`config.mk`:
```
export PLATFORM = sky130hd
export DESIGN_NAME = ps2_emu_top
export DESIGN_NICKNAME = d
export VERILOG_FILES = /design/src/hw/ps2_emu_pkg.sv /design/src/hw/ps2_byte_fifo.sv /design/src/hw/ps2_bit_timer.sv /design/src/hw/ps2_frame_fsm.sv /design/src/hw/ps2_wb_regs.sv /design/src/hw/ps2_emu_top.sv
export VERILOG_INCLUDE_DIRS = /design/src /design/src/hw
export SDC_FILE = /design/constraint.sdc
export NUM_CORES = 1
export LEC_CHECK = 0
export ABC_AREA = 1
export BUFFER_PORTS_ARGS = -buffer_cell sky130_fd_sc_hd__buf_2
export CORE_MARGIN = 2
export CORE_UTILIZATION = 33
export DETAILED_ROUTE_END_ITERATION = 16
export PLACE_DENSITY_LB_ADDON = 0.05
export SLEW_MARGIN = 20
export SYNTH_ARGS = -nofsm -noshare
export SYNTH_HDL_FRONTEND = slang
export SYNTH_SLANG_ARGS = --single-unit
export TNS_END_PERCENT = 30
```
`constraint.sdc`:
```
create_clock -name ps2_clk -period 2.7 [get_ports ps2_clk]
set_clock_uncertainty 0.1 [all_clocks]
set_input_delay 0.27 -clock ps2_clk [delete_from_list [all_inputs] [get_ports ps2_clk]]
set_output_delay 0.27 -clock ps2_clk [all_outputs]
set_load 0.01 [all_outputs]
```
`src/hw/ps2_emu_macros.svh`:
```
`ifndef PS2_EMU_MACROS_SVH
`define PS2_EMU_MACROS_SVH

// log2 of the scan byte fifo depth
// 3 gives the 8 entries per device
`define PS2_FIFO_BITS 3

// ps2_clk cycles in each half of the line clock period
// a full bit on the ps2 lines lasts twice this
`define PS2_HALF_BIT 4

// wishbone register addresses
// keyboard scan byte, write only
`define PS2_ADR_KBD 0
// mouse scan byte, write only
`define PS2_ADR_MOUSE 1
// fifo status byte, read clears both overflow flags
`define PS2_ADR_STATUS 2

`endif

```
`src/hw/ps2_emu_pkg.sv`:
```
`include "ps2_emu_macros.svh"

package ps2_emu_pkg;

	// one scan byte as sent on a ps2 line
	typedef logic [7:0] ps2_byte_t;

	// fifo pointer, msb is the wrap bit used to tell full from empty
	typedef logic [`PS2_FIFO_BITS:0] fifo_ptr_t;

	// transmitter states, one per frame section
	typedef enum logic [2:0] {
		ST_IDLE,
		ST_START,
		ST_DATA,
		ST_PARITY,
		ST_STOP,
		ST_GAP
	} tx_state_e;

	// wishbone classic request from the io controller
	typedef struct packed {
		logic      cyc;
		logic      stb;
		logic      we;
		logic [1:0] adr;
		ps2_byte_t dat;
	} wb_req_t;

	// wishbone response back to the io controller
	typedef struct packed {
		logic      ack;
		ps2_byte_t dat;
	} wb_rsp_t;

	// status byte returned on a read of the status address
	typedef struct packed {
		logic       kbd_empty;
		logic       kbd_full;
		logic       kbd_ovf;
		logic       mouse_empty;
		logic       mouse_full;
		logic       mouse_ovf;
		logic [1:0] rsvd;
	} ps2_status_t;

endpackage

```
`src/hw/ps2_byte_fifo.sv`:
```
`timescale 1ns/100ps

`include "ps2_emu_macros.svh"

module ps2_byte_fifo (
	input  logic                   ps2_clk,
	input  logic                   SPI_SS_IO,
	input  logic                   push,
	input  ps2_emu_pkg::ps2_byte_t push_byte,
	input  logic                   pop,
	output ps2_emu_pkg::ps2_byte_t head,
	output logic                   empty,
	output logic                   full,
	output logic                   ovf,
	input  logic                   ovf_clr
);
	import ps2_emu_pkg::*;

	localparam int DEPTH = 1 << `PS2_FIFO_BITS;

	ps2_byte_t mem [DEPTH];
	fifo_ptr_t wptr;
	fifo_ptr_t rptr;

	// pointers match when empty, differ only in the wrap bit when full
	assign empty = wptr == rptr;
	assign full  = (wptr ^ rptr) == {1'b1, {`PS2_FIFO_BITS{1'b0}}};
	assign head  = mem[rptr[`PS2_FIFO_BITS-1:0]];

	// byte storage
	always_ff @(posedge ps2_clk) begin
		if (push && !full)
			mem[wptr[`PS2_FIFO_BITS-1:0]] <= push_byte;
	end

	always_ff @(posedge ps2_clk or posedge SPI_SS_IO) begin
		if (SPI_SS_IO) begin
			wptr <= '0;
			rptr <= '0;
			ovf  <= 1'b0;
		end else begin
			if (push && !full)
				wptr <= wptr + fifo_ptr_t'(1);
			if (pop && !empty)
				rptr <= rptr + fifo_ptr_t'(1);
			// a dropped byte wins over a clear in the same cycle
			if (push && full)
				ovf <= 1'b1;
			else if (ovf_clr)
				ovf <= 1'b0;
		end
	end

	// the transmitter only takes a byte that is there
	a_no_pop_empty : assert property (
		@(posedge ps2_clk) disable iff (SPI_SS_IO)
		!(pop && empty)
	);

endmodule

```
`src/hw/ps2_bit_timer.sv`:
```
`timescale 1ns/100ps

`include "ps2_emu_macros.svh"

module ps2_bit_timer (
	input  logic ps2_clk,
	input  logic SPI_SS_IO,
	output logic line_clk,
	output logic rise_tick
);

	localparam int CNT_W = (`PS2_HALF_BIT > 1) ? $clog2(`PS2_HALF_BIT) : 1;

	logic [CNT_W-1:0] cnt;
	logic             wrap;

	// last cycle of each half period
	assign wrap = cnt == CNT_W'(`PS2_HALF_BIT - 1);

	// wrap while low means line_clk goes high on the next edge
	assign rise_tick = wrap && !line_clk;

	always_ff @(posedge ps2_clk or posedge SPI_SS_IO) begin
		if (SPI_SS_IO) begin
			cnt      <= '0;
			// line clock idles high like a real device
			line_clk <= 1'b1;
		end else begin
			if (wrap) begin
				cnt      <= '0;
				line_clk <= !line_clk;
			end else begin
				cnt <= cnt + CNT_W'(1);
			end
		end
	end

endmodule

```
`src/hw/ps2_frame_fsm.sv`:
```
`timescale 1ns/100ps

module ps2_frame_fsm (
	input  logic                   ps2_clk,
	input  logic                   SPI_SS_IO,
	input  logic                   line_clk,
	input  logic                   rise_tick,
	input  ps2_emu_pkg::ps2_byte_t head,
	input  logic                   empty,
	output logic                   pop,
	output logic                   dev_clk,
	output logic                   dev_data
);
	import ps2_emu_pkg::*;

	tx_state_e state;
	logic [2:0] bit_cnt;
	ps2_byte_t  shift;
	logic       parity;
	logic       load;
	logic       shift_en;
	logic       quiet;

	// take a byte at a line clock rise, from idle or straight out of the gap
	assign load = rise_tick && !empty && (state == ST_IDLE || state == ST_GAP);
	assign pop  = load;

	// bit 0 goes out when leaving start, bits 1 to 7 during data
	assign shift_en = rise_tick &&
		(state == ST_START || (state == ST_DATA && bit_cnt != 3'd7));

	// line clock is only passed through while a frame is on the wire
	assign quiet   = state == ST_IDLE || state == ST_GAP;
	assign dev_clk = line_clk || quiet;

	always_ff @(posedge ps2_clk or posedge SPI_SS_IO) begin
		if (SPI_SS_IO) begin
			state    <= ST_IDLE;
			bit_cnt  <= '0;
			dev_data <= 1'b1;
		end else if (load) begin
			// start bit is 0
			state    <= ST_START;
			bit_cnt  <= '0;
			dev_data <= 1'b0;
		end else if (rise_tick) begin
			unique case (state)
				ST_IDLE: begin
					state <= ST_IDLE;
				end
				ST_START: begin
					state    <= ST_DATA;
					dev_data <= shift[0];
				end
				ST_DATA: begin
					if (bit_cnt == 3'd7) begin
						// all eight bits sent, parity is complete
						state    <= ST_PARITY;
						dev_data <= parity;
					end else begin
						dev_data <= shift[0];
						bit_cnt  <= bit_cnt + 3'd1;
					end
				end
				ST_PARITY: begin
					// stop bit is 1
					state    <= ST_STOP;
					dev_data <= 1'b1;
				end
				ST_STOP: begin
					state <= ST_GAP;
				end
				ST_GAP: begin
					state <= ST_IDLE;
				end
				default: begin
					state    <= ST_IDLE;
					dev_data <= 1'b1;
				end
			endcase
		end
	end

	// shifter and odd parity
	always_ff @(posedge ps2_clk) begin
		if (load) begin
			shift  <= head;
			parity <= 1'b1;
		end else if (shift_en) begin
			shift  <= {1'b0, shift[7:1]};
			parity <= parity ^ shift[0];
		end
	end

	// the stop bit leaves the data line high for the idle state
	a_idle_data_high : assert property (
		@(posedge ps2_clk) disable iff (SPI_SS_IO)
		(state == ST_IDLE) |-> dev_data
	);

endmodule

```
`src/hw/ps2_wb_regs.sv`:
```
`timescale 1ns/100ps

`include "ps2_emu_macros.svh"

module ps2_wb_regs (
	input  logic                     ps2_clk,
	input  logic                     SPI_SS_IO,
	input  ps2_emu_pkg::wb_req_t     wb_req,
	output ps2_emu_pkg::wb_rsp_t     wb_rsp,
	output logic                     kbd_push,
	output logic                     mouse_push,
	output ps2_emu_pkg::ps2_byte_t   push_byte,
	input  ps2_emu_pkg::ps2_status_t status,
	output logic                     ovf_clr
);
	import ps2_emu_pkg::*;

	logic      ack_q;
	ps2_byte_t rd_q;
	logic      cyc_new;
	logic      is_kbd;
	logic      is_mouse;
	logic      is_stat;

	// a classic cycle is new only while the previous one is not being acked
	assign cyc_new = wb_req.cyc && wb_req.stb && !ack_q;

	// anything outside the three used addresses is acked and ignored
	assign is_kbd   = wb_req.adr == 2'(`PS2_ADR_KBD);
	assign is_mouse = wb_req.adr == 2'(`PS2_ADR_MOUSE);
	assign is_stat  = wb_req.adr == 2'(`PS2_ADR_STATUS);

	// all control strobes line up with ack
	always_ff @(posedge ps2_clk or posedge SPI_SS_IO) begin
		if (SPI_SS_IO) begin
			ack_q      <= 1'b0;
			rd_q       <= '0;
			kbd_push   <= 1'b0;
			mouse_push <= 1'b0;
			ovf_clr    <= 1'b0;
		end else begin
			ack_q      <= cyc_new;
			kbd_push   <= cyc_new && wb_req.we && is_kbd;
			mouse_push <= cyc_new && wb_req.we && is_mouse;
			// status read also clears the sticky overflow flags
			ovf_clr    <= cyc_new && !wb_req.we && is_stat;
			// read data is zero except for the status address
			if (cyc_new && !wb_req.we && is_stat)
				rd_q <= status;
			else
				rd_q <= '0;
		end
	end

	// byte that goes to whichever fifo gets the push
	always_ff @(posedge ps2_clk) begin
		if (cyc_new && wb_req.we)
			push_byte <= wb_req.dat;
	end

	assign wb_rsp = '{ack: ack_q, dat: rd_q};

	// one ack per classic cycle and the master has dropped stb right after it
	a_ack_single : assert property (
		@(posedge ps2_clk) disable iff (SPI_SS_IO)
		wb_rsp.ack |=> (!wb_rsp.ack && !wb_req.stb)
	);

endmodule

```
`src/hw/ps2_emu_top.sv`:
```
`timescale 1ns/100ps

module ps2_emu_top (
	input  logic                 ps2_clk,
	input  logic                 SPI_SS_IO,
	input  ps2_emu_pkg::wb_req_t wb_req,
	output ps2_emu_pkg::wb_rsp_t wb_rsp,
	output logic                 ps2_kbd_clk,
	output logic                 ps2_kbd_data,
	output logic                 ps2_mouse_clk,
	output logic                 ps2_mouse_data
);
	import ps2_emu_pkg::*;

	logic        kbd_push;
	logic        mouse_push;
	ps2_byte_t   push_byte;
	logic        ovf_clr;
	ps2_status_t status;

	ps2_byte_t   kbd_head;
	logic        kbd_empty;
	logic        kbd_full;
	logic        kbd_ovf;
	logic        kbd_pop;

	ps2_byte_t   mouse_head;
	logic        mouse_empty;
	logic        mouse_full;
	logic        mouse_ovf;
	logic        mouse_pop;

	logic        line_clk;
	logic        rise_tick;

	// status byte seen by the io controller
	assign status = '{
		kbd_empty:   kbd_empty,
		kbd_full:    kbd_full,
		kbd_ovf:     kbd_ovf,
		mouse_empty: mouse_empty,
		mouse_full:  mouse_full,
		mouse_ovf:   mouse_ovf,
		rsvd:        2'b00
	};

	ps2_wb_regs u_regs (
		.ps2_clk   (ps2_clk),
		.SPI_SS_IO (SPI_SS_IO),
		.wb_req    (wb_req),
		.wb_rsp    (wb_rsp),
		.kbd_push  (kbd_push),
		.mouse_push(mouse_push),
		.push_byte (push_byte),
		.status    (status),
		.ovf_clr   (ovf_clr)
	);

	// keyboard channel
	ps2_byte_fifo u_kbd_fifo (
		.ps2_clk  (ps2_clk),
		.SPI_SS_IO(SPI_SS_IO),
		.push     (kbd_push),
		.push_byte(push_byte),
		.pop      (kbd_pop),
		.head     (kbd_head),
		.empty    (kbd_empty),
		.full     (kbd_full),
		.ovf      (kbd_ovf),
		.ovf_clr  (ovf_clr)
	);

	// mouse channel
	ps2_byte_fifo u_mouse_fifo (
		.ps2_clk  (ps2_clk),
		.SPI_SS_IO(SPI_SS_IO),
		.push     (mouse_push),
		.push_byte(push_byte),
		.pop      (mouse_pop),
		.head     (mouse_head),
		.empty    (mouse_empty),
		.full     (mouse_full),
		.ovf      (mouse_ovf),
		.ovf_clr  (ovf_clr)
	);

	// one line clock shared by both transmitters
	ps2_bit_timer u_timer (
		.ps2_clk  (ps2_clk),
		.SPI_SS_IO(SPI_SS_IO),
		.line_clk (line_clk),
		.rise_tick(rise_tick)
	);

	ps2_frame_fsm u_kbd_tx (
		.ps2_clk  (ps2_clk),
		.SPI_SS_IO(SPI_SS_IO),
		.line_clk (line_clk),
		.rise_tick(rise_tick),
		.head     (kbd_head),
		.empty    (kbd_empty),
		.pop      (kbd_pop),
		.dev_clk  (ps2_kbd_clk),
		.dev_data (ps2_kbd_data)
	);

	ps2_frame_fsm u_mouse_tx (
		.ps2_clk  (ps2_clk),
		.SPI_SS_IO(SPI_SS_IO),
		.line_clk (line_clk),
		.rise_tick(rise_tick),
		.head     (mouse_head),
		.empty    (mouse_empty),
		.pop      (mouse_pop),
		.dev_clk  (ps2_mouse_clk),
		.dev_data (ps2_mouse_data)
	);

endmodule

```
==> results of run 1 <==
-- metrics by stage --
step / instance area (um2) / instances / hold WS, ps / util (%)
2_1_floorplan: 9220 / 1006 / 241 / -
3_3_place_gp: 9840 / 1408 / 146 / 35.6
3_5_place_dp: 9840 / 1408 / 143 / 35.6
4_1_cts: 10600 / 1454 / 165 / 38.3
5_1_grt: 10600 / 1454 / 182 / 38.3
6_report: 10600 / 1454 / 188 / 38.3
-- layer usage --
layer	track usage, %	vias to the layer above	routed length [um]
met3	2.66	20	608
met2	23.5	96	9290
met4	4.38	0	265
li1	-	3242	-
met1	23.6	2906	11500
met5	0	-	0
-- worst min-delay path: stages --
cell and delay [ps]:
buf_2 110, nand2_1 230, nor3_1 80
-- layout make-up --
cell class / instances / area, um2 / area share (%)
clock buffer: 18 / 429 / 4.06
clock inverter: 14 / 161 / 1.53
inverter: 162 / 613 / 5.80
multi-input combinational: 613 / 2660 / 25.2
sequential: 199 / 5730 / 54.3
tap: 378 / 473 / 4.47
timing repair buffer: 70 / 498 / 4.71
-- final timing paths --
| path | cells past startpoint | to | slack, ps | start |
|---|---|---|---|---|
| setup / recovery | 8 | u_regs.kbd_push | 300 | wb_req[11] |
| hold / removal | 3 | u_regs.mouse_push | 190 | wb_req[10] |
| setup reg to reg | 7 | u_kbd_fifo.mem[7][7] | 420 | u_kbd_fifo.rptr[2] |
| hold reg to reg | 1 | u_timer.cnt[0] | 340 | u_timer.cnt[0] |
| max in group asynchronous | 4 | u_timer.line_clk | 1640 | SPI_SS_IO |
| min in group asynchronous | 3 | u_kbd_tx.bit_cnt[2] | 220 | SPI_SS_IO |
-- kinds of logic after synthesis --
group           Yosys count  share of synthesized area, %
simple gates            580                          25.9
flops                   199                          62.2
buf+inv                 194                          8.98
compound gates           11                         0.651
xor+xnor                 11                          1.05
fa+ha+maj                 9                          1.22
other cells               1                        0.0407
-- power groups by stage --
| stage | combinational, mW | clock, mW | sequential (mW) |
|---|---|---|---|
| after floorplan | 1.91 | 0 | 3.67 |
| after global placement | 2.59 | 0 | 3.80 |
| after detailed placement | 2.55 | 0 | 3.80 |
| after CTS | 2.58 | 2.66 | 3.73 |
| after global routing | 2.93 | 2.79 | 3.78 |
| final | 2.56 | 2.58 | 3.73 |
-- state kept, by name, indices dropped and copies added (netlist names), 6 cells and up --
| name | cells |
|---|---|
| u_mouse_fifo.mem | 64 |
| u_regs.rd_q | 6 |
| u_kbd_tx.shift | 8 |
| u_kbd_fifo.mem | 64 |
| u_regs.push_byte | 8 |
| u_mouse_tx.shift | 8 |
-- synthesized netlist by cell type --
cell type / count
nand3_1: 89
buf_8: 2
nor2_4: 2
conb_1: 1
xor2_1: 10
inv_6: 1
o21bai_1: 1
nor2_2: 3
o21ai_0: 9
buf_6: 2
a21boi_0: 1
dfrtp_1: 42
xnor2_1: 1
nand2_1: 419
buf_4: 11
ha_1: 9
inv_1: 153
edfxtp_1: 152
or2_2: 1
nand2_2: 14
nand4_1: 4
inv_2: 8
clkbuf_1: 4
buf_2: 13
nor2_1: 38
nand2_4: 2
dfstp_2: 3
nor3_1: 8
dfxtp_1: 2
==> flow_summary.toml, run 1 <==
[finish]
layout_common_cells = "419 x nand2_1, 152 x inv_1, 152 x edfxtp_1, 89 x nand3_1, 42 x dfrtp_1"
area_delta_synth_final_pct = 14.6
drive_gt1_share_pct = 11.3
n_antenna_cell = 0
final_common_cell = "nand2_1"
fin_nets = 1087
nFillCells = 2816

[logic_synthesis]
syn_area_per_cell_um2 = 9.17
ys_warn_count = 0
synth_top_cell_by_area = "edfxtp_1"
syn_inst = 1005
yosysSeqAreaShare_pct = 62.2
synth_top_area_share_pct = 49.5
synth-seq-cells = 199
yosys-top-cells-area = "edfxtp_1 50%, nand2_1 17%, dfrtp_1 11%"
synthDistinctLibCells = 29
syn-cell-area_um2 = 9220

[sta]
fin_tns_setup_ps = 0
slew_violations = 0
fin_ws_ps = 300
tightest_slew_ps = 905
relSlewSlack_pct = 39.7
clock.fmax_mhz = 417
report.final.hold_viol_count = 0
setup_viol = 0
post-route-period-util_pct = 88.9
layout_min_cycle_time_ps = 2400
rsz0062_at_grt = "false"

[grt]
grt-ovfl-total = 0
first_global_vias = 6157
antenna_found_initial = 0
grt_max_degree = 36
grt_pass1_wl_mm = 34.6
grt_usage_pct = 15.8

[critical_path]
path_buf_inv = 4
critPathCaptureType = "register"
criticalPathCategory = "input port to register"
crit_required_ps = 2970
cp-start-kind = "input port"
slowest_stage = "dlygate4sd3_1"
critPathTopFamily = "buffers and inverters"
max_stage_delay_ps = 580
path_common_cell = "dlygate4sd3_1"
worstPathArrival_ps = 2670
path_max_fanout = 3
cp_cell_sequence = "dlygate4sd3_1 > buf_2 > nand2_1 > dlygate4sd3_1 > nor2_1 > nand2_1 > nor3_1 > dlygate4sd3_1"

[routing]
ant_nets = 0
drc_errors = 0
vias_per_cell = 4.31
drtIter0Drc = 364
drtPass1Iterations = 5
num_vias = 6264
wire_per_inst_um = 14.9
drt-total-wl_mm = 21.7

[die]
coreArea_um2 = 27600
die_h_um = 171
start_util_pct = 33.4
die_area_um2 = 29300
die_w_um = 171
ioPinCount = 28
rows = 61

[clocking]
clkSinkCount = 199
cts_resized = 0
cts-hold-fix-buffers = 14
clock_path_buffers = 2
cts_tree = "yes"
path_clk_slew_ps = 70
h-tree-depth = 4
cts_setup_buffers = 0
worstSkewPairLatency_ps = 450
cts_inserted_buffers = 17
root_buffer = "clkbuf_16"

[power_and_ir_drop]
peakVddDrop_v = 0.000424
intPower_mw = 5.52
power.switching_fraction_pct = 37.8
power_frac_comb_pct = 28.9
power.share.clock_pct = 29.1
powerDensity_nw_per_um2 = 840
share_seq_of_total_power_pct = 42.1
power.leakage_nw = 5.01
p_sw_mw = 3.35
total_power_mw = 8.88

[placement]
dpl_worst_slack_ps = 397
gp_congestion = 0.770
numPortBuffers = 25
hpwlAfterDp_mm = 14.4

[flow_run]
max-cap-violations = 0

[worst_hold_path]
hp-class = "input port to register"

[status]
status = "complete, no violations"
(Power assumes the default switching activity.)
==> inputs of run 2 (changes only) <==
- CORE_UTILIZATION: 33 -> 62
==> flow_summary.toml, run 2 (synthesis gave the netlist of run 1 again) <==
[finish]
nFillCells = 1102
fin_nets = 1077
final_common_cell = "nand2_1"
layout_common_cells = "419 x nand2_1, 152 x inv_1, 152 x edfxtp_1, 89 x nand3_1, 42 x dfrtp_1"
final_core_utilization_pct = 70.5
multiInputGateArea_um2 = 2660
seqCellArea_um2 = 5730
n_antenna_cell = 0
drive_gt1_share_pct = 10.5
area_delta_synth_final_pct = 11.1

[clocking]
cts-hold-fix-buffers = 14
path_clk_slew_ps = 70
cts_inserted_buffers = 17
root_buffer = "clkbuf_16"
cts_tree = "yes"
cts_resized = 0
worstSkewPairLatency_ps = 440
clock_path_buffers = 2
cts_setup_buffers = 0
clkSinkCount = 199
h-tree-depth = 4

[critical_path]
crit_required_ps = 2680
critPathCaptureType = "register"
critPathTopFamily = "simple AND/OR/NAND/NOR gates"
worstSetupStartpoint = "u_kbd_fifo.rptr[2]"
r2r_start = "u_kbd_fifo.rptr[2]"
max_stage_delay_ps = 550
rrSetupSlack_ps = 350
worstReg2RegEnd = "u_kbd_fifo.mem[0][7]"
path_max_fanout = 14
cp_cell_sequence = "inv_2 > nand2_1 > nand2_1 > nor2_1 > nand2_2 > nand3_1 > nor2_1"
path_buf_inv = 1
reg2regPathDepth = 7
criticalPathCategory = "register to register"
worstPathArrival_ps = 2330
cp-start-kind = "register"
slowest_stage = "dfrtp_1"

[sta]
fin_hold_ws_ps = 23.3
tightest_slew_ps = 829
clock.fmax_mhz = 425
rsz0062_at_grt = "false"
fin_ws_ps = 349
report.final.hold_viol_count = 0
slew_violations = 0
fin_tns_setup_ps = 0
layout_min_cycle_time_ps = 2350
relSlewSlack_pct = 44.7
post-route-period-util_pct = 87.1
setup_viol = 0

[die]
coreArea_um2 = 14500
die_h_um = 126
die_w_um = 126
start_util_pct = 63.4
die_area_um2 = 15900
ioPinCount = 28
rows = 44

[power_and_ir_drop]
power.leakage_nw = 4.96
peakVddDrop_v = 0.000761
powerDensity_nw_per_um2 = 843
total_power_mw = 8.63

[routing]
wire_per_inst_um = 15.1
drt-total-wl_mm = 18.9
vias_per_cell = 5.08
num_vias = 6355
drc_errors = 0
drtIter0Drc = 490
drtPass1Iterations = 6
ant_nets = 0

[worst_hold_path]
whs_path_depth = 3
hp-start = "wb_req[10]"
hp-class = "input port to register"
whs_endpoint = "u_regs.mouse_push"

[status]
status = "complete, no violations"

[placement]
numPortBuffers = 25
dpl_worst_slack_ps = 361
hpwlAfterDp_mm = 12.6
gp_congestion = 0.900

[grt]
grt-ovfl-total = 0
first_global_vias = 6350
grt_max_degree = 46
grt_usage_pct = 25.8
antenna_found_initial = 0
grt_pass1_wl_mm = 31.3

[flow_run]
max-cap-violations = 0
## run 2: cell types whose count changed in the layout (fill, tap and decap cells not counted), sizes merged
cell | previous run | this run
buf | 56 | 46
inv | 172 | 170
clkbuf | 18 | 17
clkinv | 3 | 4
bufinv | 0 | 1
clkinvlp | 1 | 2
## run 2: worst reg2reg max path, stage by stage, from the launching register on
cell	delay [ps]
dfrtp_1	550
inv_2	230
nand2_1	70
nand2_1	90
nor2_1	70
nand2_2	120
nand3_1	230
nor2_1	550
## run 2: power by group
part / switching [mW] / internal, mW / leakage, nW
clock: 1.19 / 1.31 / 0.283
sequential: 0.240 / 3.45 / 1.97
combinational: 1.65 / 0.784 / 2.70
total: 3.08 / 5.55 / 4.96
## run 2: how the worst max path moves through the flow
stage / to / cells after the start
6_report: u_kbd_fifo.mem[0][7] / 7
5_1_grt: u_kbd_fifo.mem[0][6] / 7
4_1_cts: u_kbd_fifo.mem[0][6] / 7
3_5_place_dp: u_kbd_fifo.mem[0][4] / 7
3_3_place_gp: u_kbd_fifo.mem[0][2] / 7
2_1_floorplan: u_kbd_fifo.mem[1][0] / 8
## run 2: per-stage QoR
| step | cells | cell area (um2) |
|---|---|---|
| final | 1250 | 10200 |
| after global routing | 1250 | 10200 |
| after CTS | 1250 | 10200 |
| after detailed placement | 1204 | 9520 |
| after global placement | 1204 | 9520 |
| after floorplan | 1006 | 9220 |
## run 2: layer usage
layer	track usage (%)	wire length, um
met5	0	0
met4	11.2	646
met3	4.42	714
met2	42.8	9400
met1	33.7	8170
## run 2: layout make-up
type / instances / share of cell area, %
clock buffers: 17 / 4.15
clock inverters: 15 / 1.53
multi-input cells: 613 / 26.0
repair buffers: 60 / 4.13
inverters: 162 / 6.00
flip-flops and latches: 199 / 56.0
well taps: 184 / 2.25
